$ cat src/hdl/fft_pkg.sv
// Shared definitions for the eight-point spectral block
// Sample and bin types, frame length, settings addresses and twiddle tables
package fft_pkg;

  // One Q15 component
  typedef logic signed [15:0] sample_t;
  // Complex sample, real part in [31:16], imaginary part in [15:0]
  typedef logic [31:0] cplx_t;
  // Output word, complex bin or unsigned squared magnitude
  typedef logic [31:0] bin_word_t;
  // Accumulator for eight complex Q15 products
  typedef logic signed [35:0] acc_t;
  // Sample or bin index within a frame
  typedef logic [2:0] idx_t;

  localparam int FRAME_LEN = 8;

  // Settings register addresses
  localparam logic [7:0] SR_DIRECTION = 8'd0;
  localparam logic [7:0] SR_OUT_MODE  = 8'd1;

  // Q30 sums back to Q15 with 1/8 scaling
  localparam int SCALE_SHIFT = 18;

  // Q15 cos and sin of 2*pi*m/8
  localparam sample_t COS_TAB [FRAME_LEN] = '{
    16'sd32767, 16'sd23170, 16'sd0, -16'sd23170,
    -16'sd32767, -16'sd23170, 16'sd0, 16'sd23170
  };
  localparam sample_t SIN_TAB [FRAME_LEN] = '{
    16'sd0, 16'sd23170, 16'sd32767, 16'sd23170,
    16'sd0, -16'sd23170, -16'sd32767, -16'sd23170
  };

endpackage

$ cat src/hdl/block_settings.sv
// Settings register file for the spectral block
// Turns settings-bus writes into held direction and output-mode levels
`timescale 1ns/1ns

module block_settings import fft_pkg::*; (
  input  logic        bus_clk,
  input  logic        arst_n,
  input  logic        set_stb,
  input  logic [7:0]  set_addr,
  input  logic [31:0] set_data,
  output logic        inverse,
  output logic        mag_mode
);

  // Forward direction and complex output out of reset
  always_ff @(posedge bus_clk or negedge arst_n) begin
    if (!arst_n) begin
      inverse  <= 1'b0;
      mag_mode <= 1'b0;
    end else if (set_stb) begin
      // Only bit 0 of each register is meaningful
      case (set_addr)
        SR_DIRECTION: begin
          inverse <= set_data[0];
        end
        SR_OUT_MODE: begin
          mag_mode <= set_data[0];
        end
        default: begin
          // Unknown address, write dropped
        end
      endcase
    end
  end

endmodule

$ cat src/hdl/dft_engine.sv
// Sequential eight-point DFT engine
// Eight multiply-accumulate cycles and one emit cycle per bin, 1/N scaled
`timescale 1ns/1ns

module dft_engine import fft_pkg::*; (
  input  logic      bus_clk,
  input  logic      arst_n,
  input  logic      full0,
  input  logic      full1,
  input  logic      inverse,
  input  logic      mag_mode,
  output logic      rd_half,
  output idx_t      rd_idx,
  input  cplx_t     rd_data,
  output logic      release_half,
  output logic      out_valid,
  output logic      out_last,
  output bin_word_t out_data
);

  typedef enum logic [1:0] {
    idle,
    accumulate,
    emit
  } state_t;

  state_t  state;
  idx_t    bin_k;
  idx_t    smp_n;
  idx_t    tw_q;
  logic    acc_vld;
  logic    inv_q;
  logic    mag_q;
  logic    older;
  logic    full0_q;
  logic    full1_q;
  logic    avail0;
  logic    avail1;
  logic    pick;
  acc_t    acc_re;
  acc_t    acc_im;
  acc_t    prod_re;
  acc_t    prod_im;
  acc_t    sum_re;
  acc_t    sum_im;
  sample_t smp_re;
  sample_t smp_im;
  sample_t tw_c;
  sample_t tw_s;
  sample_t sh_re;
  sample_t sh_im;
  logic [31:0] sq_re;
  logic [31:0] sq_im;

  assign rd_idx = smp_n;

  // The half being released still reads full on this cycle
  assign avail0 = full0 & ~(release_half & ~rd_half);
  assign avail1 = full1 & ~(release_half & rd_half);
  assign pick   = (avail0 && avail1) ? older : avail1 & ~avail0;

  // Sample times twiddle, sine negated for the forward transform
  always_comb begin
    smp_re  = rd_data[31:16];
    smp_im  = rd_data[15:0];
    tw_c    = COS_TAB[tw_q];
    tw_s    = inv_q ? SIN_TAB[tw_q] : -SIN_TAB[tw_q];
    prod_re = smp_re * tw_c - smp_im * tw_s;
    prod_im = smp_re * tw_s + smp_im * tw_c;
    // Final sample lands during emit, so fold it in here
    sum_re  = acc_re + prod_re;
    sum_im  = acc_im + prod_im;
    // Truncating shift back to Q15
    sh_re   = sample_t'(sum_re >>> SCALE_SHIFT);
    sh_im   = sample_t'(sum_im >>> SCALE_SHIFT);
    sq_re   = sh_re * sh_re;
    sq_im   = sh_im * sh_im;
  end

  // Track which full half was committed first
  always_ff @(posedge bus_clk or negedge arst_n) begin
    if (!arst_n) begin
      full0_q <= 1'b0;
      full1_q <= 1'b0;
      older   <= 1'b0;
    end else begin
      full0_q <= full0;
      full1_q <= full1;
      if (full0 && !full0_q && !full1) begin
        older <= 1'b0;
      end else if (full1 && !full1_q && !full0) begin
        older <= 1'b1;
      end else if (!full0 && full0_q && full1) begin
        older <= 1'b1;
      end else if (!full1 && full1_q && full0) begin
        older <= 1'b0;
      end
    end
  end

  // Control FSM and output strobes
  always_ff @(posedge bus_clk or negedge arst_n) begin
    if (!arst_n) begin
      state        <= idle;
      rd_half      <= 1'b0;
      bin_k        <= '0;
      smp_n        <= '0;
      tw_q         <= '0;
      acc_vld      <= 1'b0;
      inv_q        <= 1'b0;
      mag_q        <= 1'b0;
      out_valid    <= 1'b0;
      out_last     <= 1'b0;
      release_half <= 1'b0;
    end else begin
      // Read issued now, sample arrives next cycle
      acc_vld      <= (state == accumulate);
      tw_q         <= bin_k * smp_n;
      out_valid    <= (state == emit);
      out_last     <= (state == emit) && (bin_k == idx_t'(FRAME_LEN - 1));
      release_half <= (state == emit) && (bin_k == idx_t'(FRAME_LEN - 1));
      case (state)
        idle: begin
          if (avail0 || avail1) begin
            // Settings held for the whole frame
            rd_half <= pick;
            inv_q   <= inverse;
            mag_q   <= mag_mode;
            bin_k   <= '0;
            smp_n   <= '0;
            state   <= accumulate;
          end
        end
        accumulate: begin
          smp_n <= smp_n + 1'b1;
          if (smp_n == idx_t'(FRAME_LEN - 1)) begin
            state <= emit;
          end
        end
        emit: begin
          if (bin_k == idx_t'(FRAME_LEN - 1)) begin
            state <= idle;
          end else begin
            bin_k <= bin_k + 1'b1;
            state <= accumulate;
          end
        end
        default: begin
          state <= idle;
        end
      endcase
    end
  end

  // Accumulators cleared between bins
  always_ff @(posedge bus_clk) begin
    if (state != accumulate) begin
      acc_re <= '0;
      acc_im <= '0;
    end else if (acc_vld) begin
      acc_re <= sum_re;
      acc_im <= sum_im;
    end
    if (state == emit) begin
      out_data <= mag_q ? (sq_re + sq_im) : {sh_re, sh_im};
    end
  end

endmodule

$ cat src/hdl/fft_block.sv
// Eight-point spectral analysis block
// Settings, frame capture, ping-pong store and DFT engine
`timescale 1ns/1ns

module fft_block import fft_pkg::*; (
  input  logic        bus_clk,
  input  logic        arst_n,
  input  logic        set_stb,
  input  logic [7:0]  set_addr,
  input  logic [31:0] set_data,
  input  logic        in_valid,
  input  cplx_t       in_data,
  input  logic        in_last,
  output logic        out_valid,
  output bin_word_t   out_data,
  output logic        out_last,
  output logic        frame_err,
  output logic        overflow
);

  logic  inverse;
  logic  mag_mode;
  logic  wr_en;
  logic  wr_half;
  idx_t  wr_idx;
  cplx_t wr_data;
  logic  commit;
  logic  full0;
  logic  full1;
  logic  rd_half;
  idx_t  rd_idx;
  cplx_t rd_data;
  logic  release_half;

  block_settings u_settings (
    .bus_clk  (bus_clk),
    .arst_n   (arst_n),
    .set_stb  (set_stb),
    .set_addr (set_addr),
    .set_data (set_data),
    .inverse  (inverse),
    .mag_mode (mag_mode)
  );

  // Producer side
  frame_capture u_capture (
    .bus_clk   (bus_clk),
    .arst_n    (arst_n),
    .in_valid  (in_valid),
    .in_last   (in_last),
    .in_data   (in_data),
    .full0     (full0),
    .full1     (full1),
    .wr_en     (wr_en),
    .wr_half   (wr_half),
    .wr_idx    (wr_idx),
    .wr_data   (wr_data),
    .commit    (commit),
    .frame_err (frame_err),
    .overflow  (overflow)
  );

  sample_store u_store (
    .bus_clk      (bus_clk),
    .arst_n       (arst_n),
    .wr_en        (wr_en),
    .wr_half      (wr_half),
    .wr_idx       (wr_idx),
    .wr_data      (wr_data),
    .commit       (commit),
    .rd_half      (rd_half),
    .rd_idx       (rd_idx),
    .rd_data      (rd_data),
    .release_half (release_half),
    .full0        (full0),
    .full1        (full1)
  );

  // Consumer side
  dft_engine u_engine (
    .bus_clk      (bus_clk),
    .arst_n       (arst_n),
    .full0        (full0),
    .full1        (full1),
    .inverse      (inverse),
    .mag_mode     (mag_mode),
    .rd_half      (rd_half),
    .rd_idx       (rd_idx),
    .rd_data      (rd_data),
    .release_half (release_half),
    .out_valid    (out_valid),
    .out_last     (out_last),
    .out_data     (out_data)
  );

endmodule

$ cat src/hdl/frame_capture.sv
// Frame capture stage
// Checks in_last placement, claims a free store half and writes the samples
`timescale 1ns/1ns

module frame_capture import fft_pkg::*; (
  input  logic  bus_clk,
  input  logic  arst_n,
  input  logic  in_valid,
  input  logic  in_last,
  input  cplx_t in_data,
  input  logic  full0,
  input  logic  full1,
  output logic  wr_en,
  output logic  wr_half,
  output idx_t  wr_idx,
  output cplx_t wr_data,
  output logic  commit,
  output logic  frame_err,
  output logic  overflow
);

  idx_t pos;
  logic cur_half;
  logic drop_q;
  logic busy0;
  logic busy1;
  logic first;
  logic last_pos;
  logic end_now;
  logic good_now;
  logic drop_now;
  logic claim_half;

  // A half committed this cycle shows its full flag only on the next one
  assign busy0 = full0 | (commit & ~cur_half);
  assign busy1 = full1 | (commit & cur_half);

  // Position zero means the next sample opens a new frame
  assign first      = (pos == '0);
  assign claim_half = busy0;
  assign drop_now   = first ? (busy0 & busy1) : drop_q;

  // Good framing is in_last on exactly the eighth sample
  assign last_pos = (pos == idx_t'(FRAME_LEN - 1));
  assign end_now  = in_last | last_pos;
  assign good_now = in_last & last_pos;

  // Samples go straight into the store at their index
  assign wr_en   = in_valid & ~drop_now;
  assign wr_half = first ? claim_half : cur_half;
  assign wr_idx  = pos;
  assign wr_data = in_data;

  always_ff @(posedge bus_clk or negedge arst_n) begin
    if (!arst_n) begin
      pos       <= '0;
      cur_half  <= 1'b0;
      drop_q    <= 1'b0;
      commit    <= 1'b0;
      frame_err <= 1'b0;
      overflow  <= 1'b0;
    end else begin
      // Fault and commit strobes last a single cycle
      commit    <= 1'b0;
      frame_err <= 1'b0;
      overflow  <= 1'b0;
      if (in_valid) begin
        if (first && !drop_now) begin
          cur_half <= claim_half;
        end
        if (end_now) begin
          pos       <= '0;
          drop_q    <= 1'b0;
          commit    <= good_now & ~drop_now;
          frame_err <= ~good_now;
          overflow  <= drop_now;
        end else begin
          pos    <= pos + 1'b1;
          drop_q <= drop_now;
        end
      end
    end
  end

endmodule

$ cat src/hdl/sample_store.sv
// Ping-pong sample store with two frame halves
// Registered read port and one full flag per half
`timescale 1ns/1ns

module sample_store import fft_pkg::*; (
  input  logic  bus_clk,
  input  logic  arst_n,
  input  logic  wr_en,
  input  logic  wr_half,
  input  idx_t  wr_idx,
  input  cplx_t wr_data,
  input  logic  commit,
  input  logic  rd_half,
  input  idx_t  rd_idx,
  output cplx_t rd_data,
  input  logic  release_half,
  output logic  full0,
  output logic  full1
);

  // Half select is the top address bit
  cplx_t mem [2*FRAME_LEN];
  logic  last_half;

  always_ff @(posedge bus_clk) begin
    if (wr_en) begin
      mem[{wr_half, wr_idx}] <= wr_data;
    end
    // Data for rd_idx shows up one cycle later
    rd_data <= mem[{rd_half, rd_idx}];
  end

  // Commit marks the half that took the latest write
  always_ff @(posedge bus_clk or negedge arst_n) begin
    if (!arst_n) begin
      last_half <= 1'b0;
      full0     <= 1'b0;
      full1     <= 1'b0;
    end else begin
      if (wr_en) begin
        last_half <= wr_half;
      end
      if (commit && !last_half) begin
        full0 <= 1'b1;
      end else if (release_half && !rd_half) begin
        full0 <= 1'b0;
      end
      if (commit && last_half) begin
        full1 <= 1'b1;
      end else if (release_half && rd_half) begin
        full1 <= 1'b0;
      end
    end
  end

endmodule

$ cat config.mk
export PLATFORM = sky130hd
export DESIGN_NAME = fft_block
export DESIGN_NICKNAME = d
export VERILOG_FILES = /design/src/hdl/fft_pkg.sv /design/src/hdl/block_settings.sv /design/src/hdl/dft_engine.sv /design/src/hdl/fft_block.sv /design/src/hdl/frame_capture.sv /design/src/hdl/sample_store.sv
export SDC_FILE = /design/constraint.sdc
export NUM_CORES = 2
export LEC_CHECK = 0
export BUFFER_PORTS_ARGS = -buffer_cell sky130_fd_sc_hd__buf_2
export CORE_MARGIN = 2
export CORE_UTILIZATION = 55
export CTS_CLUSTER_DIAMETER = 30
export DETAILED_ROUTE_END_ITERATION = 12
export GPL_ROUTABILITY_DRIVEN = 0
export PLACE_DENSITY_LB_ADDON = 0.15
export SYNTH_ARGS = -nofsm -noshare
export SYNTH_HDL_FRONTEND = slang
export SYNTH_SLANG_ARGS = --single-unit
export TNS_END_PERCENT = 20
$ cat constraint.sdc
create_clock -name bus_clk -period 39.5 [get_ports bus_clk]
set_input_delay 0 -clock bus_clk [delete_from_list [all_inputs] [get_ports bus_clk]]
set_output_delay 0 -clock bus_clk [all_outputs]
set_load 0.005 [all_outputs]
* After elaboration in Yosys (flattened, before gate mapping) *
Memories as Yosys holds them, arrays and structs flattened. A register that Yosys moved wholly into a read port is not among the register bits.
Cells that the tools add are included.
W data, S select, Z words.

storage, ports and cells
  ROM bits = 256
  logic and storage cells = 152
  output and inout bits = 36
  input port bits = 77
  flip-flop bits (word level) = 137
  RAM bits = 512
  memories = 3

operators by class
  eq/ne operators = 10
  multiply operators = 7
  reduce and logical (&&, ||, !) cells = 38
  mux-type cells = 35
  bitwise operators = 22
  $lt $le $gt $ge = 1
  add/subtract/negate cells = 9

memory list
  name             words  width  rd ports  clocked after Yosys merged registers in  wr ports  line                text
  u_store.mem      16     32     1         1                                        1         sample_store.sv:22  cplx_t mem [2*FRAME_LEN];
  (no name shown)  8      16     1         0                                        0         dft_engine.sv:66    tw_c = COS_TAB[tw_q];
  (no name shown)  8      16     1         0                                        0         dft_engine.sv:67    tw_s = inv_q ? SIN_TAB[tw_q] : -SIN_TAB[tw_q];

operators by type and width
  cell                   number
  $mul A16 B16 Y32       6
  $add A36 B36 Y36       3
  $mux W16               5
  $sub A36 B36 Y36       1
  $add A32 B32 Y32       1
  $mux W32               1
  $mux W1                21
  $neg A16 Y16           1
  $logic_and A1 B1 Y1    15
  $pmux W3 S2            2
  $reduce_and A2 Y1      6
  $and A1 B1 Y1          11
  $add A3 B1 Y3 const B  3
  $eq A3 B3 Y1 const B   3
  $mux W3                3
  $eq A8 B1 Y1 const B   1
  $logic_not A8 Y1       1
  $reduce_bool A2 Y1     4
  $logic_not A1 Y1       7
  $not A1 Y1             7
  $pmux W2 S3            1
  $ge A4 B4 Y1 const B   1
  $mux W2                2
  $ne A2 B1 Y1 const B   2
  other kinds (11)       14

* Longest topological paths before layout *
  depth in word-level cells = 12
  depth in mapped cells = 73
  gate-level depth less buffers = 69

* Cells and area by module *
Synthesis repeated with hierarchy kept, for this count alone.

second synthesis, totals
  cell total of the unflattened synthesis = 7,279
  area total of the unflattened synthesis = 83,112.2 um^2

modules (own cells, without submodules)
  module          area an instance (um^2)  cells each  instances  sequential area each (um^2)
  dft_engine      62,329.8                 6,341       1          2,822.7
  sample_store    19,951.6                 848         1          16,090.4
  frame_capture   726.9                    81          1          200.2
  block_settings  103.8                    9           1          50.0

* Least setup slack after synthesis *
No wires, ideal clock.

  path kind = register to register
  start point = register u_engine.tw_q[0]
  end point = register u_engine.out_data[31] (data pin)
  buffers on the path = 3
  setup slack = 22.626 ns
  cell stages (with the launch flop) = 64
  clock period less this slack = 16.874 ns
  required time = 39.229 ns
  data arrival time = 16.603 ns
  library setup time = 0.271 ns
  cells stage by stage = dfrtp_1 > inv_1 > ha_1 > clkbuf_1 > a21oi_1 > inv_1 > ha_1 > ha_1 > a21boi_0 > nor3_1 > a221oi_1 > clkbuf_1 > clkbuf_1 > nand2_1 > fa_1 > inv_1 > fa_1 > fa_1 > [28 not listed] > fa_1 > inv_1 > fa_1 > fa_1 > fa_1 > fa_1 > inv_1 > fa_1 > inv_1 > ha_1 > and4_1 > a211o_1 > o31ai_2 > a21boi_1 > o41a_1 > a221o_1 > xnor2_1 > mux2i_1

between the ends
  word-level cells in the longest chain between the ends = 12
  elaborated cells between the ends (all ways) = 21
  classes of those cells = add/sub (6); mul (6); mux (6); bitwise (1); memory (2)

ends and longest elaborated chain
  what                                                  line                                text
  start: declaration                                    dft_engine.sv:30                    idx_t tw_q;
  start signal: assignment                              dft_engine.sv:118                   tw_q <= bin_k * smp_n;
  $not A3 Y4 (implied by the code) *                    dft_engine.sv:66, dft_engine.sv:67
  $mem_v2 Z8 W16                                        --
  $mux W16 (implied by the code) (2 in series)          dft_engine.sv:67
  $neg A16 Y16                                          dft_engine.sv:67
  $mux W16                                              dft_engine.sv:67
  $mul A16 B16 Y32 (on tied branches)                   dft_engine.sv:68, dft_engine.sv:69
  $sub A36 B36 Y36 or $add A36 B36 Y36 (tied branches)  dft_engine.sv:68, dft_engine.sv:69
  $add A36 B36 Y36 (on tied branches)                   dft_engine.sv:71, dft_engine.sv:72
  $mul A16 B16 Y32 (on tied branches)                   dft_engine.sv:76, dft_engine.sv:77
  $add A32 B32 Y32                                      dft_engine.sv:165                   out_data <= mag_q ? (sq_re + sq_im) : {sh_re, sh_im};
  $mux W32 *                                            dft_engine.sv:165
  end signal: assignment                                dft_engine.sv:165
  end: declaration                                      dft_engine.sv:18                    output bin_word_t out_data

Every way passes the cells marked *; elsewhere a longest branch is shown, timed or not. The select of a mux whose other input is x is not followed.
A chain may end at the register's enable or synchronous reset.

* Worst setup path after layout *
Same ends and word-level chain as after synthesis.

==> results.json <==
{
  "outcome": "complete, no violations",
  "io_pins": 113,
  "drc": 0,
  "relSlewSlack_pct": 15.2,
  "synthFlopType": "edfxtp_1",
  "required_ns": 39.95,
  "port_buffers": 81,
  "drtAntennaViolNets": 0,
  "skew_ns": 0.0937,
  "critPathKind": "flop to flop",
  "min_period_ns": 19.87,
  "drv_cap": 0,
  "synth.avg_cell_area_um2": 11.0,
  "top_usage_layer": "met2",
  "wl_um": 202000,
  "synthesis.area_um2": 84100,
  "grt_max_degree": 69,
  "startpoint": "u_engine.tw_q[0]$_DFF_PN0_",
  "die_area_um2": 156000,
  "rsz0062_at_grt": "no",
  "met2_usage_pct": 45.5,
  "post-route-cell-area_um2": 92800,
  "drt_iter0_drc": 3647,
  "clock_path_buffers": 3,
  "cp-start-kind": "flop",
  "fin_nets": 10068,
  "critical_path.top_delay_family": "adder cells",
  "die_w_um": 395,
  "layout-drive-gt1-share_pct": 8.54,
  "fmaxAchievable_ghz": 0.0503,
  "worstMarginPinSlew_ns": 1.26,
  "rows": 143,
  "synth_top_area_cell": "fa_1",
  "post-route-period-util_pct": 50.3,
  "synth_area_leaders": "fa_1 (38%), edfxtp_1 (19%), inv_1 (9.0%), ha_1 (8.4%), mux4_2 (4.3%)",
  "slew_violations": 0,
  "ys_ff_latch": 677,
  "ys_types": 91,
  "hp-start": "in_data[28]",
  "wl_per_cell_um": 20.3,
  "critPathMaxFanout": 37,
  "slowest_delay_ns": 0.80,
  "worstPathArrival_ns": 20.32,
  "grt_first_pass_wirelength_um": 327000,
  "finalSetupTns_ns": 0,
  "grt_usage_pct": 27.4,
  "clk_pin_slew_ns": 0.05,
  "dpl_cell_area_um2": 87200,
  "die_h_um": 395,
  "setup_viol": 0,
  "synth_edf_count": 544,
  "mostFrequentLayoutCell": "inv_1",
  "ctsResizeCount": 0,
  "crit_slowest_cell": "o311ai_0",
  "end_kind": "flop",
  "synth_fp_nets": 9904,
  "htreeDepth": 4,
  "initial_utilization_pct": 55.4,
  "drt_pass1_iterations": 8,
  "clkLatencyLatePin_ns": 0.82,
  "hpwl_um": 153000,
  "async_reset_ff_share_pct": 4.87,
  "cpMostUsedCell": "fa_1",
  "cts_tree": "built",
  "cts-root-buf": "clkbuf_16",
  "viasPerCell": 5.38,
  "gr-total-overflow": 0,
  "seq_area_frac_synth_pct": 22.8,
  "n_fill_cell": 12238,
  "vias": 53639,
  "syn_to_final_growth_pct": 10.3,
  "hold_class": "input port to flop",
  "synth_top_area_share_pct": 38.2,
  "cts_setup_buffers": 0,
  "timing.final.hold_violations": 0,
  "met3_usage_pct": 4.70,
  "grt_antenna_before_repair": 3,
  "gr-usage-met1_pct": 36.9,
  "synth_cells": 7655,
  "cts_made_buffers": 145,
  "grt_pass1_vias": 58066,
  "numClockSinks": 677,
  "mostFrequentLayoutCells": "inv_1 (2009), fa_1 (1607), ha_1 (564)",
  "r2r_start": "u_engine.tw_q[0]$_DFF_PN0_",
  "core_area_um2": 152000,
  "ys.warnings.count": 0,
  "cp_num_buf_inv": 14
}
[worst reg2reg max path, delay by kind of cell (launching register included)]
family / cells / cell delay (ns)
AOI/OAI and AO/OA: 15 / 4.64
xor gates and xnor gates: 3 / 0.77
adders and majority gates: 20 / 9.34
buffers and inverters: 14 / 2.27
DFF: 1 / 0.49
muxes: 2 / 0.48
and+or+nand+nor: 9 / 1.61
[per-stage QoR]
| stage | setup slack, ns | utilization, % | std cells | hold WS [ns] |
|---|---|---|---|---|
| floorplan | 22.63 | - | 7655 | -0.296 |
| global placement | 20.08 | 57.4 | 9659 | 0.168 |
| detailed placement | 19.89 | 57.4 | 9659 | 0.176 |
| CTS | 19.77 | 61.1 | 9969 | 0.0456 |
| global route | 18.70 | 61.1 | 9971 | 0.0957 |
| finish | 19.63 | 61.1 | 9972 | 0.104 |
[area by class of cell]
cell class | instances | area (um^2) | area share (%)
multi-input cells | 4732 | 56700 | 61.0
flip-flops and latches | 677 | 19200 | 20.7
inverters | 2034 | 7630 | 8.22
clock buffers | 176 | 3850 | 4.15
well taps | 2030 | 2540 | 2.74
repair buffers | 229 | 1630 | 1.76
clock inverters | 91 | 1310 | 1.42
diodes | 3 | 7.51 | 0.00809
[repair_timing]
action | 4_1_cts | 5_1_grt
setup endpoints to repair | 0 | 0
hold buffers | 43 | 0
endpoints found under the hold margin | 556 | 0
[path summary, 6_finish.rpt]
| check | slack [ns] | to | cells after the start |
|---|---|---|---|
| setup / recovery | 19.63 | u_engine.out_data[31]$_DFFE_PP_ | 63 |
| min in group asynchronous | 0.26 | u_capture.wr_idx[0]$_DFFE_PN0P_ | 4 |
| setup reg to reg | 19.63 | u_engine.out_data[31]$_DFFE_PP_ | 63 |
| max in group asynchronous | 38.99 | u_engine.acc_vld$_DFF_PN0_ | 4 |
| hold reg to reg | 0.41 | u_engine.older$_DFFE_PN0P_ | 1 |
| hold / removal | 0.10 | u_store.mem[5][28]$_DFFE_PP_ | 2 |
[cell usage after synthesis (all sizes together), types with 145 or more instances]
master / count
xnor2: 180
mux4: 160
ha: 565
inv: 2022
fa: 1607
o21ai: 145
a21oi: 189
nand2: 517
edfxtp: 544
and2: 291
nor2: 387
clkbuf: 184
[flip-flops by register name (all words and copies together), names as in the netlist, 2 cells and up]
| name | flops |
|---|---|
| u_store.rd_data | 32 |
| u_engine.acc_re | 34 |
| u_engine.rd_idx | 3 |
| u_engine.tw_q | 3 |
| u_engine.state | 2 |
| u_engine.out_data | 32 |
| u_store.mem | 512 |
| u_capture.wr_idx | 3 |
| u_engine.bin_k | 3 |
| u_engine.acc_im | 34 |
[cell families (layout without fill, tap and decap cells)]
kind of cell               after synthesis  in the layout  synth area share, %
AOI/OAI and AO/OA                      617            617                 4.69
adders and majority gates             2172           2172                 46.6
xor gates and xnor gates               256            256                 2.70
and+or+nand+nor                       1474           1474                 8.22
DFF                                    677            677                 22.8
muxes                                  212            212                 4.91
other                                    1              4              0.00446
buffers and inverters                 2246           2530                 10.1
[layer usage]
metal / vias up / wire length [um]
met5: - / 12
met4: 2 / 6490
met3: 298 / 13600
met2: 1632 / 101000
met1: 27725 / 81300
li1: 23982 / -
Power is left out: the tool's default activity adds up to more than one toggle a clock period on the data nets, which glitch-free logic cannot reach.
